## src/source/sprite_defines.svh

```systemverilog
/*
  Size constants for the sprite line renderer
  Slot count, pixels per line, pattern row width
*/
`ifndef SPRITE_DEFINES_SVH
`define SPRITE_DEFINES_SVH

// Sprite shifters in the chain, as many as one scanline may show
`define SPRITE_SLOTS 8

// Visible pixels per scanline
`define LINE_PIXELS 256

// Bits in one pattern row, one per pixel
`define PATTERN_BITS 8

`endif

```

## src/source/sprite_pkg.sv

```systemverilog
/*
  Shared vector types and loader FSM encoding for the sprite renderer
*/
`default_nettype none

`include "sprite_defines.svh"

package sprite_pkg;

  typedef logic [`PATTERN_BITS-1:0] pattern_t;  // One pattern row, leftmost pixel first after load
  typedef logic [7:0]               xpos_t;     // Pixel column or sprite X
  typedef logic [1:0]               palette_t;  // Sprite palette select
  typedef logic [1:0]               color_bits_t; // Pattern color, zero is transparent

  // Slot output as {priority, palette[1:0], color[1:0]}
  typedef logic [4:0]               slot_pixel_t;

  typedef logic [3:0]               slot_count_t; // Filled slots, 0 to 8

  // Line phases of the loader
  typedef enum logic [1:0] {
    LOAD, // Taking records
    PAD,  // Filling empty slots with transparent sprites
    DRAW  // Shifters being drained by the mux
  } loader_state_t;

endpackage

`default_nettype wire

```

## src/source/sprite_slot_if.sv

```systemverilog
/*
  One link of the sprite record chain, record plus shift strobe
*/
`timescale 1ns/1ps
`default_nettype none

interface sprite_slot_if;

  logic                  shift;      // Move every record one slot toward slot 0
  sprite_pkg::pattern_t  pattern_lo; // Color bit 0 row, LSB shown first
  sprite_pkg::pattern_t  pattern_hi; // Color bit 1 row
  sprite_pkg::xpos_t     x;          // Start column
  sprite_pkg::palette_t  palette;
  logic                  prio;       // Behind-background flag, passed through to the pixel

  // Side that sends the record
  modport upstream (
    output shift, pattern_lo, pattern_hi, x, palette, prio
  );

  // Side that takes the record
  modport downstream (
    input shift, pattern_lo, pattern_hi, x, palette, prio
  );

endinterface

`default_nettype wire

```

## src/source/sprite_loader.sv

```systemverilog
/*
  Sprite record intake with flip handling, slot counting and padding
  Line phase FSM between loading and drawing
*/
`timescale 1ns/1ps
`default_nettype none

`include "sprite_defines.svh"

module sprite_loader (
  input  wire logic                 clk,
  input  wire logic                 reset,
  input  wire logic                 rec_valid,
  output logic                      rec_ready,
  input  wire logic                 rec_last,       // Final record of this line
  input  wire sprite_pkg::pattern_t rec_pattern_lo,
  input  wire sprite_pkg::pattern_t rec_pattern_hi,
  input  wire sprite_pkg::xpos_t    rec_x,
  input  wire sprite_pkg::palette_t rec_palette,
  input  wire logic                 rec_priority,
  input  wire logic                 rec_flip_x,
  sprite_slot_if.upstream           chain,          // Feeds the top of the shifter chain
  output logic                      draw,
  input  wire logic                 line_done       // 256th pixel taken into the mux register
);

  import sprite_pkg::*;

  localparam slot_count_t SLOTS_FULL = slot_count_t'(`SPRITE_SLOTS);
  localparam slot_count_t SLOTS_LAST = slot_count_t'(`SPRITE_SLOTS - 1);

  loader_state_t state;
  slot_count_t   fill_cnt;   // Shifts done this line
  logic          rec_take;   // Record handshake
  logic          room;       // Chain not yet full
  logic          shift_now;
  logic          line_full;  // All slots filled after this cycle
  pattern_t      lo_ordered;
  pattern_t      hi_ordered;

  // Mirror a pattern row so its leftmost pixel lands in bit 0
  function automatic pattern_t reverse_bits(input pattern_t value);
    pattern_t result;
    for (int i = 0; i < `PATTERN_BITS; i++) begin
      result[i] = value[`PATTERN_BITS-1-i];
    end
    return result;
  endfunction

  assign rec_ready = (state == LOAD);
  assign draw      = (state == DRAW);
  assign rec_take  = rec_valid && rec_ready;
  assign room      = (fill_cnt != SLOTS_FULL); // Beyond eight, records are dropped

  // Real record while there is room, or a blank one while padding
  assign shift_now = (rec_take && room) || (state == PAD);
  assign line_full = (fill_cnt == SLOTS_FULL) || (shift_now && fill_cnt == SLOTS_LAST);

  // Unflipped rows come MSB-left, so turn them around
  assign lo_ordered = rec_flip_x ? rec_pattern_lo : reverse_bits(rec_pattern_lo);
  assign hi_ordered = rec_flip_x ? rec_pattern_hi : reverse_bits(rec_pattern_hi);

  // Padding sprites are all transparent
  assign chain.shift      = shift_now;
  assign chain.pattern_lo = (state == PAD) ? '0 : lo_ordered;
  assign chain.pattern_hi = (state == PAD) ? '0 : hi_ordered;
  assign chain.x          = (state == PAD) ? '0 : rec_x;
  assign chain.palette    = (state == PAD) ? '0 : rec_palette;
  assign chain.prio       = (state == PAD) ? 1'b0 : rec_priority;

  always_ff @(posedge clk) begin
    if (reset) begin
      state    <= LOAD;
      fill_cnt <= '0;
    end else begin
      if (shift_now)
        fill_cnt <= fill_cnt + 1'b1;
      case (state)
        LOAD: begin
          // Short list goes through PAD, a full one straight to DRAW
          if (rec_take && rec_last)
            state <= line_full ? DRAW : PAD;
        end
        PAD: begin
          if (line_full)
            state <= DRAW;
        end
        DRAW: begin
          if (line_done) begin
            state    <= LOAD; // Next line may load while last pixel waits
            fill_cnt <= '0;
          end
        end
        default: state <= LOAD;
      endcase
    end
  end

endmodule

`default_nettype wire

```

## src/source/sprite_shifter.sv

```systemverilog
/*
  One sprite slot: X countdown, pattern shift registers, attributes
*/
`timescale 1ns/1ps
`default_nettype none

module sprite_shifter (
  input  wire logic         clk,
  sprite_slot_if.downstream upstream,   // Record from the slot above
  sprite_slot_if.upstream   downstream, // Old record to the slot below
  input  wire logic         advance,    // One pixel column consumed
  output sprite_pkg::slot_pixel_t pixel
);

  import sprite_pkg::*;

  pattern_t    pat_lo;
  pattern_t    pat_hi;
  xpos_t       x_cnt;   // Columns left before the sprite starts
  palette_t    palette;
  logic        prio;
  logic        active;
  color_bits_t color;

  always_ff @(posedge clk) begin
    if (upstream.shift) begin
      pat_lo  <= upstream.pattern_lo;
      pat_hi  <= upstream.pattern_hi;
      x_cnt   <= upstream.x;
      palette <= upstream.palette;
      prio    <= upstream.prio;
    end else if (advance) begin
      if (!active) begin
        x_cnt <= x_cnt - 1'b1;
      end else begin
        // Zero fill, so the sprite turns transparent after eight pixels
        pat_lo <= pat_lo >> 1;
        pat_hi <= pat_hi >> 1;
      end
    end
  end

  assign active = (x_cnt == '0);
  assign color  = active ? {pat_hi[0], pat_lo[0]} : 2'b00;
  assign pixel  = {prio, palette, color};

  // Shift strobe ripples down unchanged, data is the registered copy
  assign downstream.shift      = upstream.shift;
  assign downstream.pattern_lo = pat_lo;
  assign downstream.pattern_hi = pat_hi;
  assign downstream.x          = x_cnt;
  assign downstream.palette    = palette;
  assign downstream.prio       = prio;

endmodule

`default_nettype wire

```

## src/source/sprite_priority_mux.sv

```systemverilog
/*
  Sprite slot priority select and pixel output register with valid/ready
  Column counter marks the last pixel of the line
*/
`timescale 1ns/1ps
`default_nettype none

`include "sprite_defines.svh"

module sprite_priority_mux (
  input  wire logic                    clk,
  input  wire logic                    reset,
  input  wire sprite_pkg::slot_pixel_t slot_pixels [`SPRITE_SLOTS],
  input  wire logic                    draw,
  output logic                         advance,     // Step all shifters one column
  output logic                         line_done,
  output logic                         pix_valid,
  input  wire logic                    pix_ready,
  output sprite_pkg::color_bits_t      pix_color,
  output sprite_pkg::palette_t         pix_palette,
  output logic                         pix_priority,
  output logic                         pix_sprite0,
  output logic                         pix_last
);

  import sprite_pkg::*;

  localparam xpos_t LAST_COL = xpos_t'(`LINE_PIXELS - 1);

  slot_pixel_t sel;       // Winning slot this column
  logic        sel_zero;  // Slot 0 opaque
  logic        last_col;
  xpos_t       col;       // Column being loaded next

  // Walk from the top so the lowest opaque slot wins, slot 7 if none
  always_comb begin
    sel = slot_pixels[`SPRITE_SLOTS-1];
    for (int i = `SPRITE_SLOTS - 1; i >= 0; i--) begin
      if (slot_pixels[i][1:0] != 2'b00)
        sel = slot_pixels[i];
    end
  end

  assign sel_zero = (slot_pixels[0][1:0] != 2'b00);
  assign last_col = (col == LAST_COL);

  // Load when the register is empty or its pixel leaves this cycle
  assign advance   = draw && (!pix_valid || pix_ready);
  assign line_done = advance && last_col;

  always_ff @(posedge clk) begin
    if (reset) begin
      pix_valid <= 1'b0;
      col       <= '0;
    end else begin
      if (advance) begin
        pix_valid <= 1'b1;
        col       <= col + 1'b1; // Wraps to 0 after the last column
      end else if (pix_ready) begin
        pix_valid <= 1'b0;
      end
    end
  end

  // Pixel data, held while pix_ready is low
  always_ff @(posedge clk) begin
    if (advance) begin
      pix_priority <= sel[4];
      pix_palette  <= sel[3:2];
      pix_color    <= sel[1:0];
      pix_sprite0  <= sel_zero;
      pix_last     <= last_col;
    end
  end

endmodule

`default_nettype wire

```

## src/source/sprite_line_renderer.sv

```systemverilog
/*
  Sprite line renderer top: loader, chain of sprite shifters, priority mux
*/
`timescale 1ns/1ps
`default_nettype none

`include "sprite_defines.svh"

module sprite_line_renderer (
  input  wire logic                 clk,
  input  wire logic                 reset,
  // Sprite record stream
  input  wire logic                 rec_valid,
  output logic                      rec_ready,
  input  wire logic                 rec_last,
  input  wire sprite_pkg::pattern_t rec_pattern_lo,
  input  wire sprite_pkg::pattern_t rec_pattern_hi,
  input  wire sprite_pkg::xpos_t    rec_x,
  input  wire sprite_pkg::palette_t rec_palette,
  input  wire logic                 rec_priority,
  input  wire logic                 rec_flip_x,
  // Pixel stream
  output logic                      pix_valid,
  input  wire logic                 pix_ready,
  output sprite_pkg::color_bits_t   pix_color,
  output sprite_pkg::palette_t      pix_palette,
  output logic                      pix_priority,
  output logic                      pix_sprite0,
  output logic                      pix_last
);

  import sprite_pkg::*;

  logic        draw;
  logic        advance;
  logic        line_done;
  slot_pixel_t slot_pixels [`SPRITE_SLOTS];

  // Link k feeds shifter k-1, link 8 comes from the loader, link 0 ends the chain
  sprite_slot_if link [`SPRITE_SLOTS+1] ();

  sprite_loader sprite_loader_i (
    .clk            (clk),
    .reset          (reset),
    .rec_valid      (rec_valid),
    .rec_ready      (rec_ready),
    .rec_last       (rec_last),
    .rec_pattern_lo (rec_pattern_lo),
    .rec_pattern_hi (rec_pattern_hi),
    .rec_x          (rec_x),
    .rec_palette    (rec_palette),
    .rec_priority   (rec_priority),
    .rec_flip_x     (rec_flip_x),
    .chain          (link[`SPRITE_SLOTS]),
    .draw           (draw),
    .line_done      (line_done)
  );

  for (genvar k = 0; k < `SPRITE_SLOTS; k++) begin : g_slot
    sprite_shifter sprite_shifter_i (
      .clk        (clk),
      .upstream   (link[k+1]),
      .downstream (link[k]),
      .advance    (advance),
      .pixel      (slot_pixels[k])
    );
  end

  sprite_priority_mux sprite_priority_mux_i (
    .clk          (clk),
    .reset        (reset),
    .slot_pixels  (slot_pixels),
    .draw         (draw),
    .advance      (advance),
    .line_done    (line_done),
    .pix_valid    (pix_valid),
    .pix_ready    (pix_ready),
    .pix_color    (pix_color),
    .pix_palette  (pix_palette),
    .pix_priority (pix_priority),
    .pix_sprite0  (pix_sprite0),
    .pix_last     (pix_last)
  );

endmodule

`default_nettype wire

```

## config.mk

```make
export PLATFORM = sky130hd
export DESIGN_NAME = sprite_line_renderer
export DESIGN_NICKNAME = d
export VERILOG_FILES = /design/src/source/sprite_pkg.sv /design/src/source/sprite_slot_if.sv /design/src/source/sprite_loader.sv /design/src/source/sprite_shifter.sv /design/src/source/sprite_priority_mux.sv /design/src/source/sprite_line_renderer.sv
export VERILOG_INCLUDE_DIRS = /design/src /design/src/source
export SDC_FILE = /design/constraint.sdc
export NUM_CORES = 1
export LEC_CHECK = 0
export ABC_CLOCK_PERIOD_IN_PS = 3890
export BUFFER_PORTS_ARGS = -buffer_cell sky130_fd_sc_hd__buf_2
export CAP_MARGIN = 10
export CORE_UTILIZATION = 55
export CTS_BUF_LIST = sky130_fd_sc_hd__clkbuf_4 sky130_fd_sc_hd__clkbuf_8
export CTS_CLUSTER_DIAMETER = 150
export DETAILED_ROUTE_END_ITERATION = 10
export PLACE_DENSITY = 0.8
export SYNTH_ARGS = -nofsm -noshare
export SYNTH_HDL_FRONTEND = slang
export SYNTH_SLANG_ARGS = --single-unit
```

## constraint.sdc

```tcl
create_clock -name clk -period 3.89 [get_ports clk]
set_input_delay 0.389 -clock clk [delete_from_list [all_inputs] [get_ports clk]]
set_output_delay 0.389 -clock clk [all_outputs]
set_load 0.05 [all_outputs]
```

==> summary by stage, run 1 <==
Floorplanning
The effective utilization at floorplan is between 50% and 60%. In this run the vertical extent of the chip is 146 um. The number of top-level pins is 42. Measured along the x axis, the die boundary spans 146 um.

The total area inside the core boundary comes to 0.0203 sq mm. The initialized floorplan defines 52 standard-cell rows. The overall die area is ~0.021 sq mm.

STA
After layout, the worst path uses between 70% and 80% of the clock period. Setup violations remaining at the end of the flow were counted as 0. Derived from the worst setup path, the maximum achievable clock frequency is around 360 MHz.

The number of pins with negative max-slew slack in the final report came to 0. The final hold violation count is 0. The post-route minimum period is 2.79 ns. The smallest hold slack is 0.137 ns. Across the routed clock network, the largest skew measured is 0.0184 ns. The post-route worst setup slack is 1.10 ns. Setup repair after global routing left no endpoint under its margin. Headroom to the max-slew limit came out at 24.1%. For the pin with the worst max-slew slack, the measured transition is about 1.1 ns. Summed over all failing endpoints, the final setup total negative slack is 0 ns.

GRT
The total congestion overflow is 0. Entering global routing, the biggest net connects 141 pins. The via count of the first global-routing pass is between 7,000 and 8,000.

The first global-routing pass estimated 34,500 um of wire. The global-route total usage across every layer is 19.9%. The number of antenna violations at the first check in global routing came to 0.

Cells and area
The number of diodes is 0. Relative to the synthesized area, the layout overhead comes to 9.92%. The share of cells above drive strength 1 is 11.0%.

The layout net count is 1,178. Summing all non-filler instances in the final layout gives an area of approximately 0.013 sq mm.

Drt
Once detail routing completed, the nets flagged for antenna violations numbered 0. The per-cell routed wire length is 14.5 um. The detailed router's first-iteration violation count is 548. The post-detailed-route DRC marker count is 0. The number of vias per cell is approximately 5.4. The via count is 7,632.

For this block, the routed nets add up to 20,600 um of wire. The first TritonRoute pass finished after 5 iterations.

Yosys
In the post-synthesis netlist, the biggest area contributors are sky130_fd_sc_hd__edfxtp_1, sky130_fd_sc_hd__nand2_1, sky130_fd_sc_hd__o21ai_0. The number of cells produced by synthesis is between 1,000 and 1,500. In this run the biggest area consumer among cell types represents 58.7% of the synthesized area. The synthesized area is between 0.01 and 0.015 sq mm. The number of nets in the synthesized netlist is 1,139. The number of synthesized register bits is 238. The commonest register cell after synthesis is sky130_fd_sc_hd__edfxtp_1. Of all cell types, the one taking the most synthesized area is sky130_fd_sc_hd__edfxtp_1.

The share of async-settable or async-resettable flops after synthesis is 0%. In this run, synthesis inferred 223 flip-flops with an integrated enable. The fraction of the yosys area taken by sequential cells is 61.3%. In this run, distinct cell masters in the synthesized netlist total 54. Averaged over all synthesized cells, the footprint is 10.5 sq um.

The number of synthesis warnings is 0.

Status
The run finished with clean final reports.

Critical path
Data arrives at the worst endpoint at ~2.9 ns. On the critical path, the stage with the largest delay is an instance of sky130_fd_sc_hd__nand2_1. The critical path goes through inv_1 > ha_1 > nand3b_1 > and3_1 > nor2_4 > buf_4 > nand2_1. The depth of the most critical reg-to-reg path is 7. The critical path's largest stage delay is 0.61 ns. Setup slack on the worst reg-to-reg path comes out at between 1 and 1.5 ns. The worst setup path is captured at a flip-flop. The critical path launch point type is a flip-flop. The critical path is of the flip-flop to flip-flop type.

The most critical setup path has its startpoint at sprite_loader_i.fill_cnt[0]. The critical path contains buffers and inverters numbering 2 combined. The cell class contributing the biggest share of worst-path delay is simple AND/OR/NAND/NOR gates. The source of the worst register-to-register timing path is sprite_loader_i.fill_cnt[0].

The required time reported for the critical path endpoint is 3.99 ns. Along the worst path, the maximum fanout reaches 58.

Clocking
TritonCTS built the clock tree. The clock sink count is 238. Buffers inserted to repair hold after CTS numbered 0. The worst-case clock buffer depth is 3. For the worst-skew pair, the clock arrives at the later sink with an insertion delay of 0.53 ns. The buffers inserted during post-CTS setup optimization is 0. Post-CTS repair changed the size of 0 cells. CTS built an H-tree with a depth of 2. The clock root buffer master is sky130_fd_sc_hd__clkbuf_8. The clock transition time at the flip-flop clock pins of the worst setup and hold paths is 0.06 ns. The number of CTS-inserted buffers is 39.

Hold path
The worst hold path startpoint is rec_palette[1]. The worst hold path depth is 2. The tightest min-delay check is of the input pin to flip-flop type.

Flow run
Max-cap violations in this run came to 0.

Power and ir drop
The static leakage is 4.96 nW. Power spread over the standard cell area amounts to 517 mW/mm^2. The total power consumption of the routed design is 6.48 mW. Across the VDD grid, the largest voltage drop is 0.000324 V.

Placed design
At the end of routability-driven placement, the weighted congestion stood at 0.809. OpenSTA, run right after detailed placement, puts the worst setup slack at between 1 and 1.5 ns. After legalization and detailed placement, the total HPWL measured 13,500 um. The number of buffers inserted by port buffering is a little over 40.

The placed standard-cell area is 0.0118 sq mm.
==> worst reg2reg max path: stages (launching register included) <==
cell and delay [ns]:
sky130_fd_sc_hd__dfxtp_1 0.34, sky130_fd_sc_hd__inv_1 0.07, sky130_fd_sc_hd__ha_1 0.14, sky130_fd_sc_hd__nand3b_1 0.12, sky130_fd_sc_hd__and3_1 0.33, sky130_fd_sc_hd__nor2_4 0.19, sky130_fd_sc_hd__buf_4 0.51, sky130_fd_sc_hd__nand2_1 0.65
==> power breakdown <==
| group | switching (mW) | total, mW | leakage (nW) | internal, mW |
|---|---|---|---|---|
| clock | 0.928 | 2.00 | 0.365 | 1.07 |
| combinational | 0.546 | 0.887 | 2.24 | 0.341 |
| sequential | 0.274 | 3.60 | 2.35 | 3.32 |
| total | 1.75 | 6.48 | 4.96 | 4.73 |
==> cell type report <==
cell class | instances | area [sq um]
Clock buffer | 52 | 647
Sequential cell | 238 | 7000
Inverter | 29 | 114
Multi-Input combinational cell | 771 | 4110
Fill cell | 1673 | 7760
Clock inverter | 11 | 56.3
Timing Repair Buffer | 49 | 278
Tap cell | 270 | 338
==> per-layer routing <==
metal / GRT usage (%) / part of all wire, % / wire length, um / vias to the layer above
met5: 0 / 0 / 0 / -
met4: 7.55 / 2.2 / 459 / 0
met3: 3.45 / 3.6 / 741 / 46
met2: 34.0 / 49 / 10100 / 133
met1: 25.2 / 45 / 9280 / 3603
li1: - / - / - / 3850
==> cell families (layout without fill, tap and decap cells) <==
kind of cell,after synthesis,in the layout,share of synthesized area (%)
DFF,238,238,61.3
adders and majority gates,17,17,1.86
xor gates and xnor gates,56,56,4.30
buffers and inverters,80,141,2.71
and+or+nand+nor,548,548,21.1
muxes,19,19,1.67
AOI/OAI and AO/OA,131,131,7.02
==> worst max-delay path by stage <==
stage / end / cells after the start
2_1_floorplan: flip-flop / 7
3_3_place_gp: flip-flop / 8
3_5_place_dp: flip-flop / 7
4_1_cts: flip-flop / 7
5_1_grt: flip-flop / 7
6_report: flip-flop / 7
==> synth_stat cells, types with 4 or more instances <==
cell                         n
sky130_fd_sc_hd__nor3_1     11
sky130_fd_sc_hd__nand3_1    25
sky130_fd_sc_hd__nand4_1     4
sky130_fd_sc_hd__edfxtp_1  223
sky130_fd_sc_hd__and2_1     19
sky130_fd_sc_hd__inv_1      28
sky130_fd_sc_hd__nor3b_1    11
sky130_fd_sc_hd__xor2_1     24
sky130_fd_sc_hd__buf_2       7
sky130_fd_sc_hd__nand2_1   392
sky130_fd_sc_hd__o211ai_1    5
sky130_fd_sc_hd__mux2i_1    19
sky130_fd_sc_hd__xnor2_1    32
sky130_fd_sc_hd__dfxtp_1    15
sky130_fd_sc_hd__a31oi_1     7
sky130_fd_sc_hd__clkbuf_1   40
sky130_fd_sc_hd__a21oi_1     6
sky130_fd_sc_hd__nor2_1     38
sky130_fd_sc_hd__nand2b_1    8
sky130_fd_sc_hd__o21ai_0    83
sky130_fd_sc_hd__ha_1       17
sky130_fd_sc_hd__o31ai_1     5
sky130_fd_sc_hd__buf_1       4
sky130_fd_sc_hd__nor4_1     11
sky130_fd_sc_hd__and3_1      7
==> cell usage in the layout, fill, tap and decap left out, drive strengths merged, types with 9 or more instances in the layout <==
master  netlist  routed
a21oi         9       9
and2         20      20
buf          11      49
clkbuf       40      52
clkinv        1       9
dfxtp        15      15
edfxtp      223     223
ha           17      17
inv          28      28
mux2i        19      19
nand2       392     392
nand3        25      25
nor2         38      38
nor3         12      12
nor3b        11      11
nor4         13      13
o21ai        83      83
xnor2        32      32
xor2         24      24
==> per-stage QoR <==
| step | utilization, % | instances |
|---|---|---|
| 2_1_floorplan | - | 1089 |
| 3_5_place_dp | 58.3 | 1357 |
| 3_3_place_gp | 58.3 | 1357 |
| 6_report | 61.8 | 1420 |
| 4_1_cts | 61.8 | 1420 |
| 5_1_grt | 61.8 | 1420 |
==> sequential cells by signal, summed over array words and instances (netlist names), 2 cells and up <==
signal and cells:
g_slot.sprite_shifter_i.downstream.pattern_hi 64, g_slot.sprite_shifter_i.downstream.pattern_lo 64, g_slot.sprite_shifter_i.downstream.x 64, g_slot.sprite_shifter_i.downstream.palette 16
g_slot.sprite_shifter_i.downstream.prio 8, sprite_priority_mux_i.col 8, sprite_loader_i.fill_cnt 4, sprite_loader_i.state 2
sprite_priority_mux_i.pix_color 2, sprite_priority_mux_i.pix_palette 2
(Power assumes the default switching activity.)
==> run 2: changes to the inputs <==
- ABC_CLOCK_PERIOD_IN_PS: 3890 -> 2800
- clock period: 3.89 -> 2.8 ns (I/O delays scaled with it)
==> run 2 against run 1 <==
  * Worst setup slack worse by 0.83 ns
  * Wire length rose by 3.1%
  * Critical path type unchanged
  * Largest power group unchanged
  * Hold slack got worse by 0.11 ns
  * Flip-flop and latch count stayed put
  * Total power up 44%
  * Via count up 0.47%
  * Clock skew up 0.0037 ns
  * Design area grew 2.1%
  * Non-clock buffer count rose by 15
  * Utilization rose by 1.3 points
==> summary by stage, run 2 (synthesis gave the netlist of run 1 again) <==
Clocking
The clock root buffer master is sky130_fd_sc_hd__clkbuf_8. The clock latency on the worst-skew pair is 0.55 ns (+0.02 ns). The buffers inserted during post-CTS setup optimization is 0 (unchanged). The number of buffers inserted for hold repair after clock tree synthesis came to 5 (+5). The CTS tree is done. The worst-case clock buffer depth is 3 (unchanged). The level count of the clock H-tree was 2 (unchanged).

The number of CTS-inserted buffers came to 40 (+2.6%). The clock sink count is 238 (unchanged). The clock transition time at the flip-flop clock pins of the worst setup and hold paths was 0.06 ns (about the same). The quantity of gates resized following cts is 0 (unchanged).

Placed design
The number of buffers inserted by port buffering was 41 (unchanged). The placed standard-cell area was 0.0120 sq mm (+1.1%). The cell count after placement is 1,367 (+0.74%). The detailed placement HPWL is 14,300 um (+6.5%).

The final estimated routing congestion in global placement is 0.784 (-3.0%).

Drt
The per-cell routed wire length came to 14.7 um (+1.3%). The total detailed-routing wirelength is 21,200 um (+3.1%). The detailed router's first-iteration violation count is 575 (+4.9%). The number of iterations in the first detailed-routing pass is 5 (unchanged). The number of vias per cell is 5.31 (-1.3%). The via count came to 7,668 (+0.47%).

The post-route antenna net violation count is 0 (unchanged). The post-detailed-route DRC marker count is 0 (unchanged).

Hold path
The min-delay analysis places its worst path in the category input pin to flip-flop.

Cells and area
The non-filler instance count after layout was 1,445 (+1.8%). The utilization after layout is 63.1% (+1.3 points). Leaving out fill and tap cells, the most frequent cells in the layout are sky130_fd_sc_hd__nand2_1, sky130_fd_sc_hd__edfxtp_1, sky130_fd_sc_hd__o21ai_0. The number of diodes is 0 (unchanged).

The post-route cell area came to 0.0128 sq mm (+2.1%). The layout net count is 1,194 (+1.4%). The final-layout fill cell count is 1,630 (-2.6%). The most frequent standard cell in the layout excluding fill and tap cells is sky130_fd_sc_hd__nand2_1.

The share of cells above drive strength 1 is 12.4% (+1.4 points). From synthesis to final layout, the design area changed by 12.2%.

Floorplanning
The placeable core region is 0.0203 sq mm (unchanged). The number of placement rows was 52 (unchanged). The die height is 146 um (unchanged). The horizontal extent of the die was 146 um (unchanged). The effective utilization at floorplan is 56.2% (unchanged). The number of top-level pins is 42 (unchanged). The overall die area is 0.0213 sq mm (unchanged).

GRT
The via count of the first global-routing pass is 7,486 (+0.54%). The global-route total usage across every layer is 20.6% (+0.79 points). The total congestion overflow is 0 (unchanged). The wire length of the first global-routing pass is 36,000 um (+4.2%). The maximum number of pins on one net before global-route repair is 81 (-43%). The number of antenna violations at the first check in global routing is 0 (unchanged).

Critical path
The type of destination of the critical path is a flip-flop. The worst setup path is of the flip-flop to flip-flop kind. The arrival time of the worst setup path is 2.68 ns (-0.21 ns). The source of the worst register-to-register timing path is sprite_loader_i.fill_cnt[0]. The critical path's largest stage delay is 0.41 ns (-0.20 ns). The worst setup slack for register-to-register paths came to 0.27 ns (-0.83 ns). The critical path buffer and inverter count was 2 (unchanged). The required time reported for the critical path endpoint came to 2.94 ns (-1.05 ns).

The critical-path maximum fanout was 39 (-33%). The cell count along the critical path was 7 (unchanged). The depth of the most critical reg-to-reg path is 7 (unchanged).

The critical path goes through inv_1 > ha_1 > nand3b_1 > and3_1 > nor2_4 > buf_12 > nand2_1. The critical path startpoint is sprite_loader_i.fill_cnt[0]. The critical path launch point type is a flip-flop.

The slowest cell on the critical path is sky130_fd_sc_hd__nor2_4. Grouping stages by cell kind, the critical path spends the most delay in simple AND/OR/NAND/NOR gates.

STA
The relative slew slack came to 26.6% (+2.5 points). The number of setup violations in the final report was 0 (unchanged). The highest clock rate was 395 MHz (+10%). The setup total negative slack is 0 ns (unchanged). The post-route minimum period came to 2.53 ns (-0.262 ns). Setup repair after global routing left no endpoint under its margin. The final hold violation count is 0 (unchanged). The transition time of the tightest slew-check pin is 1.09 ns (-0.0372 ns). The number of pins with negative max-slew slack in the final report came to 0 (unchanged).

The final worst-path cycle share is 90.4% (+19 points). The worst-case clock skew is 0.0221 ns (+0.00371 ns).

Power and ir drop
The sequential cell fraction of total power came to 53.8% (-1.7 points). The static leakage came to 5.10 nW (+2.8%). The clock share of power came to 32.5% (+1.7 points). The internal power summed over all cells is 6.78 mW (+43%). The switching part of the total power is 27.1% (+0.16 points).

The total power consumption of the routed design was 9.31 mW (+44%). The switching power of the nets is 2.52 mW (+44%). The peak supply drop is 0.000499 V (+54%).

The power density of the placed cells came to 727 mW/mm^2 (+41%). The power share of the combinational group came to 13.7% (about the same).

Flow run
The max-cap violation count was 0 (unchanged).

Status
The flow ran to the end, and the final reports show no timing, DRC or antenna violations.
-- run 2: changes by cell type in the layout (fill, tap and decap cells not counted), moves of 2 or more --
cell | before | now
sky130_fd_sc_hd__clkbuf_4 | 11 | 14
sky130_fd_sc_hd__dlygate4sd3_1 | 0 | 5
sky130_fd_sc_hd__clkinv_2 | 3 | 5
sky130_fd_sc_hd__buf_12 | 1 | 5
sky130_fd_sc_hd__clkbuf_8 | 41 | 45
sky130_fd_sc_hd__buf_4 | 7 | 13
sky130_fd_sc_hd__clkinv_1 | 6 | 8
-- run 2: power groups by stage --
| stage | Combinational [mW] | Sequential, mW | Clock [mW] |
|---|---|---|---|
| floorplan | 0.972 | 4.95 | 0 |
| global placement | 1.23 | 5.04 | 0 |
| detailed placement | 1.27 | 5.07 | 0 |
| CTS | 1.29 | 5.00 | 3.08 |
| global route | 1.47 | 5.07 | 3.23 |
| finish | 1.27 | 5.01 | 3.03 |
-- run 2: worst reg2reg max path: stages (launching register included) --
cell	delay, ns
sky130_fd_sc_hd__dfxtp_1	0.34
sky130_fd_sc_hd__inv_1	0.07
sky130_fd_sc_hd__ha_1	0.14
sky130_fd_sc_hd__nand3b_1	0.13
sky130_fd_sc_hd__and3_1	0.34
sky130_fd_sc_hd__nor2_4	0.41
sky130_fd_sc_hd__buf_12	0.27
sky130_fd_sc_hd__nand2_1	0.43
-- run 2: layer usage --
layer  wire length, um  part of all wire [%]  vias to the layer above  GRT usage (%)
met4               451                   2.1                        0           7.50
met3               876                   4.1                       41           3.45
met2             10200                    48                      150           33.6
li1                  -                     -                     3887              -
met5                 0                     0                        -              0
met1              9680                    46                     3590           28.1
-- run 2: layout make-up --
type | instances | area, sq um | share of cell area, %
clock inverters | 14 | 66.3 | 0.518
well taps | 270 | 338 | 2.64
inverters | 29 | 114 | 0.889
clock buffers | 59 | 724 | 5.66
repair buffers | 64 | 453 | 3.54
flip-flops and latches | 238 | 7000 | 54.7
multi-input cells | 771 | 4110 | 32.1
-- run 2: metrics by stage --
step	hold WS, ns	setup slack [ns]
CTS	0.0141	0.272
floorplan	0.426	0.119
global route	0.0174	0.0206
detailed placement	0.434	0.308
global placement	0.429	0.385
finish	0.0310	0.269
-- run 2: worst min path at each step --
stage / from / to / cells past startpoint
floorplan: flip-flop / g_slot[6].sprite_shifter_i.downstream.palette[0] / 0
global placement: g_slot[5].sprite_shifter_i.downstream.prio / g_slot[4].sprite_shifter_i.downstream.prio / 0
detailed placement: g_slot[6].sprite_shifter_i.downstream.palette[1] / g_slot[5].sprite_shifter_i.downstream.palette[1] / 0
CTS: rec_palette[1] / flip-flop / 2
global route: rec_priority / g_slot[7].sprite_shifter_i.downstream.prio / 2
finish: rec_priority / g_slot[7].sprite_shifter_i.downstream.prio / 2
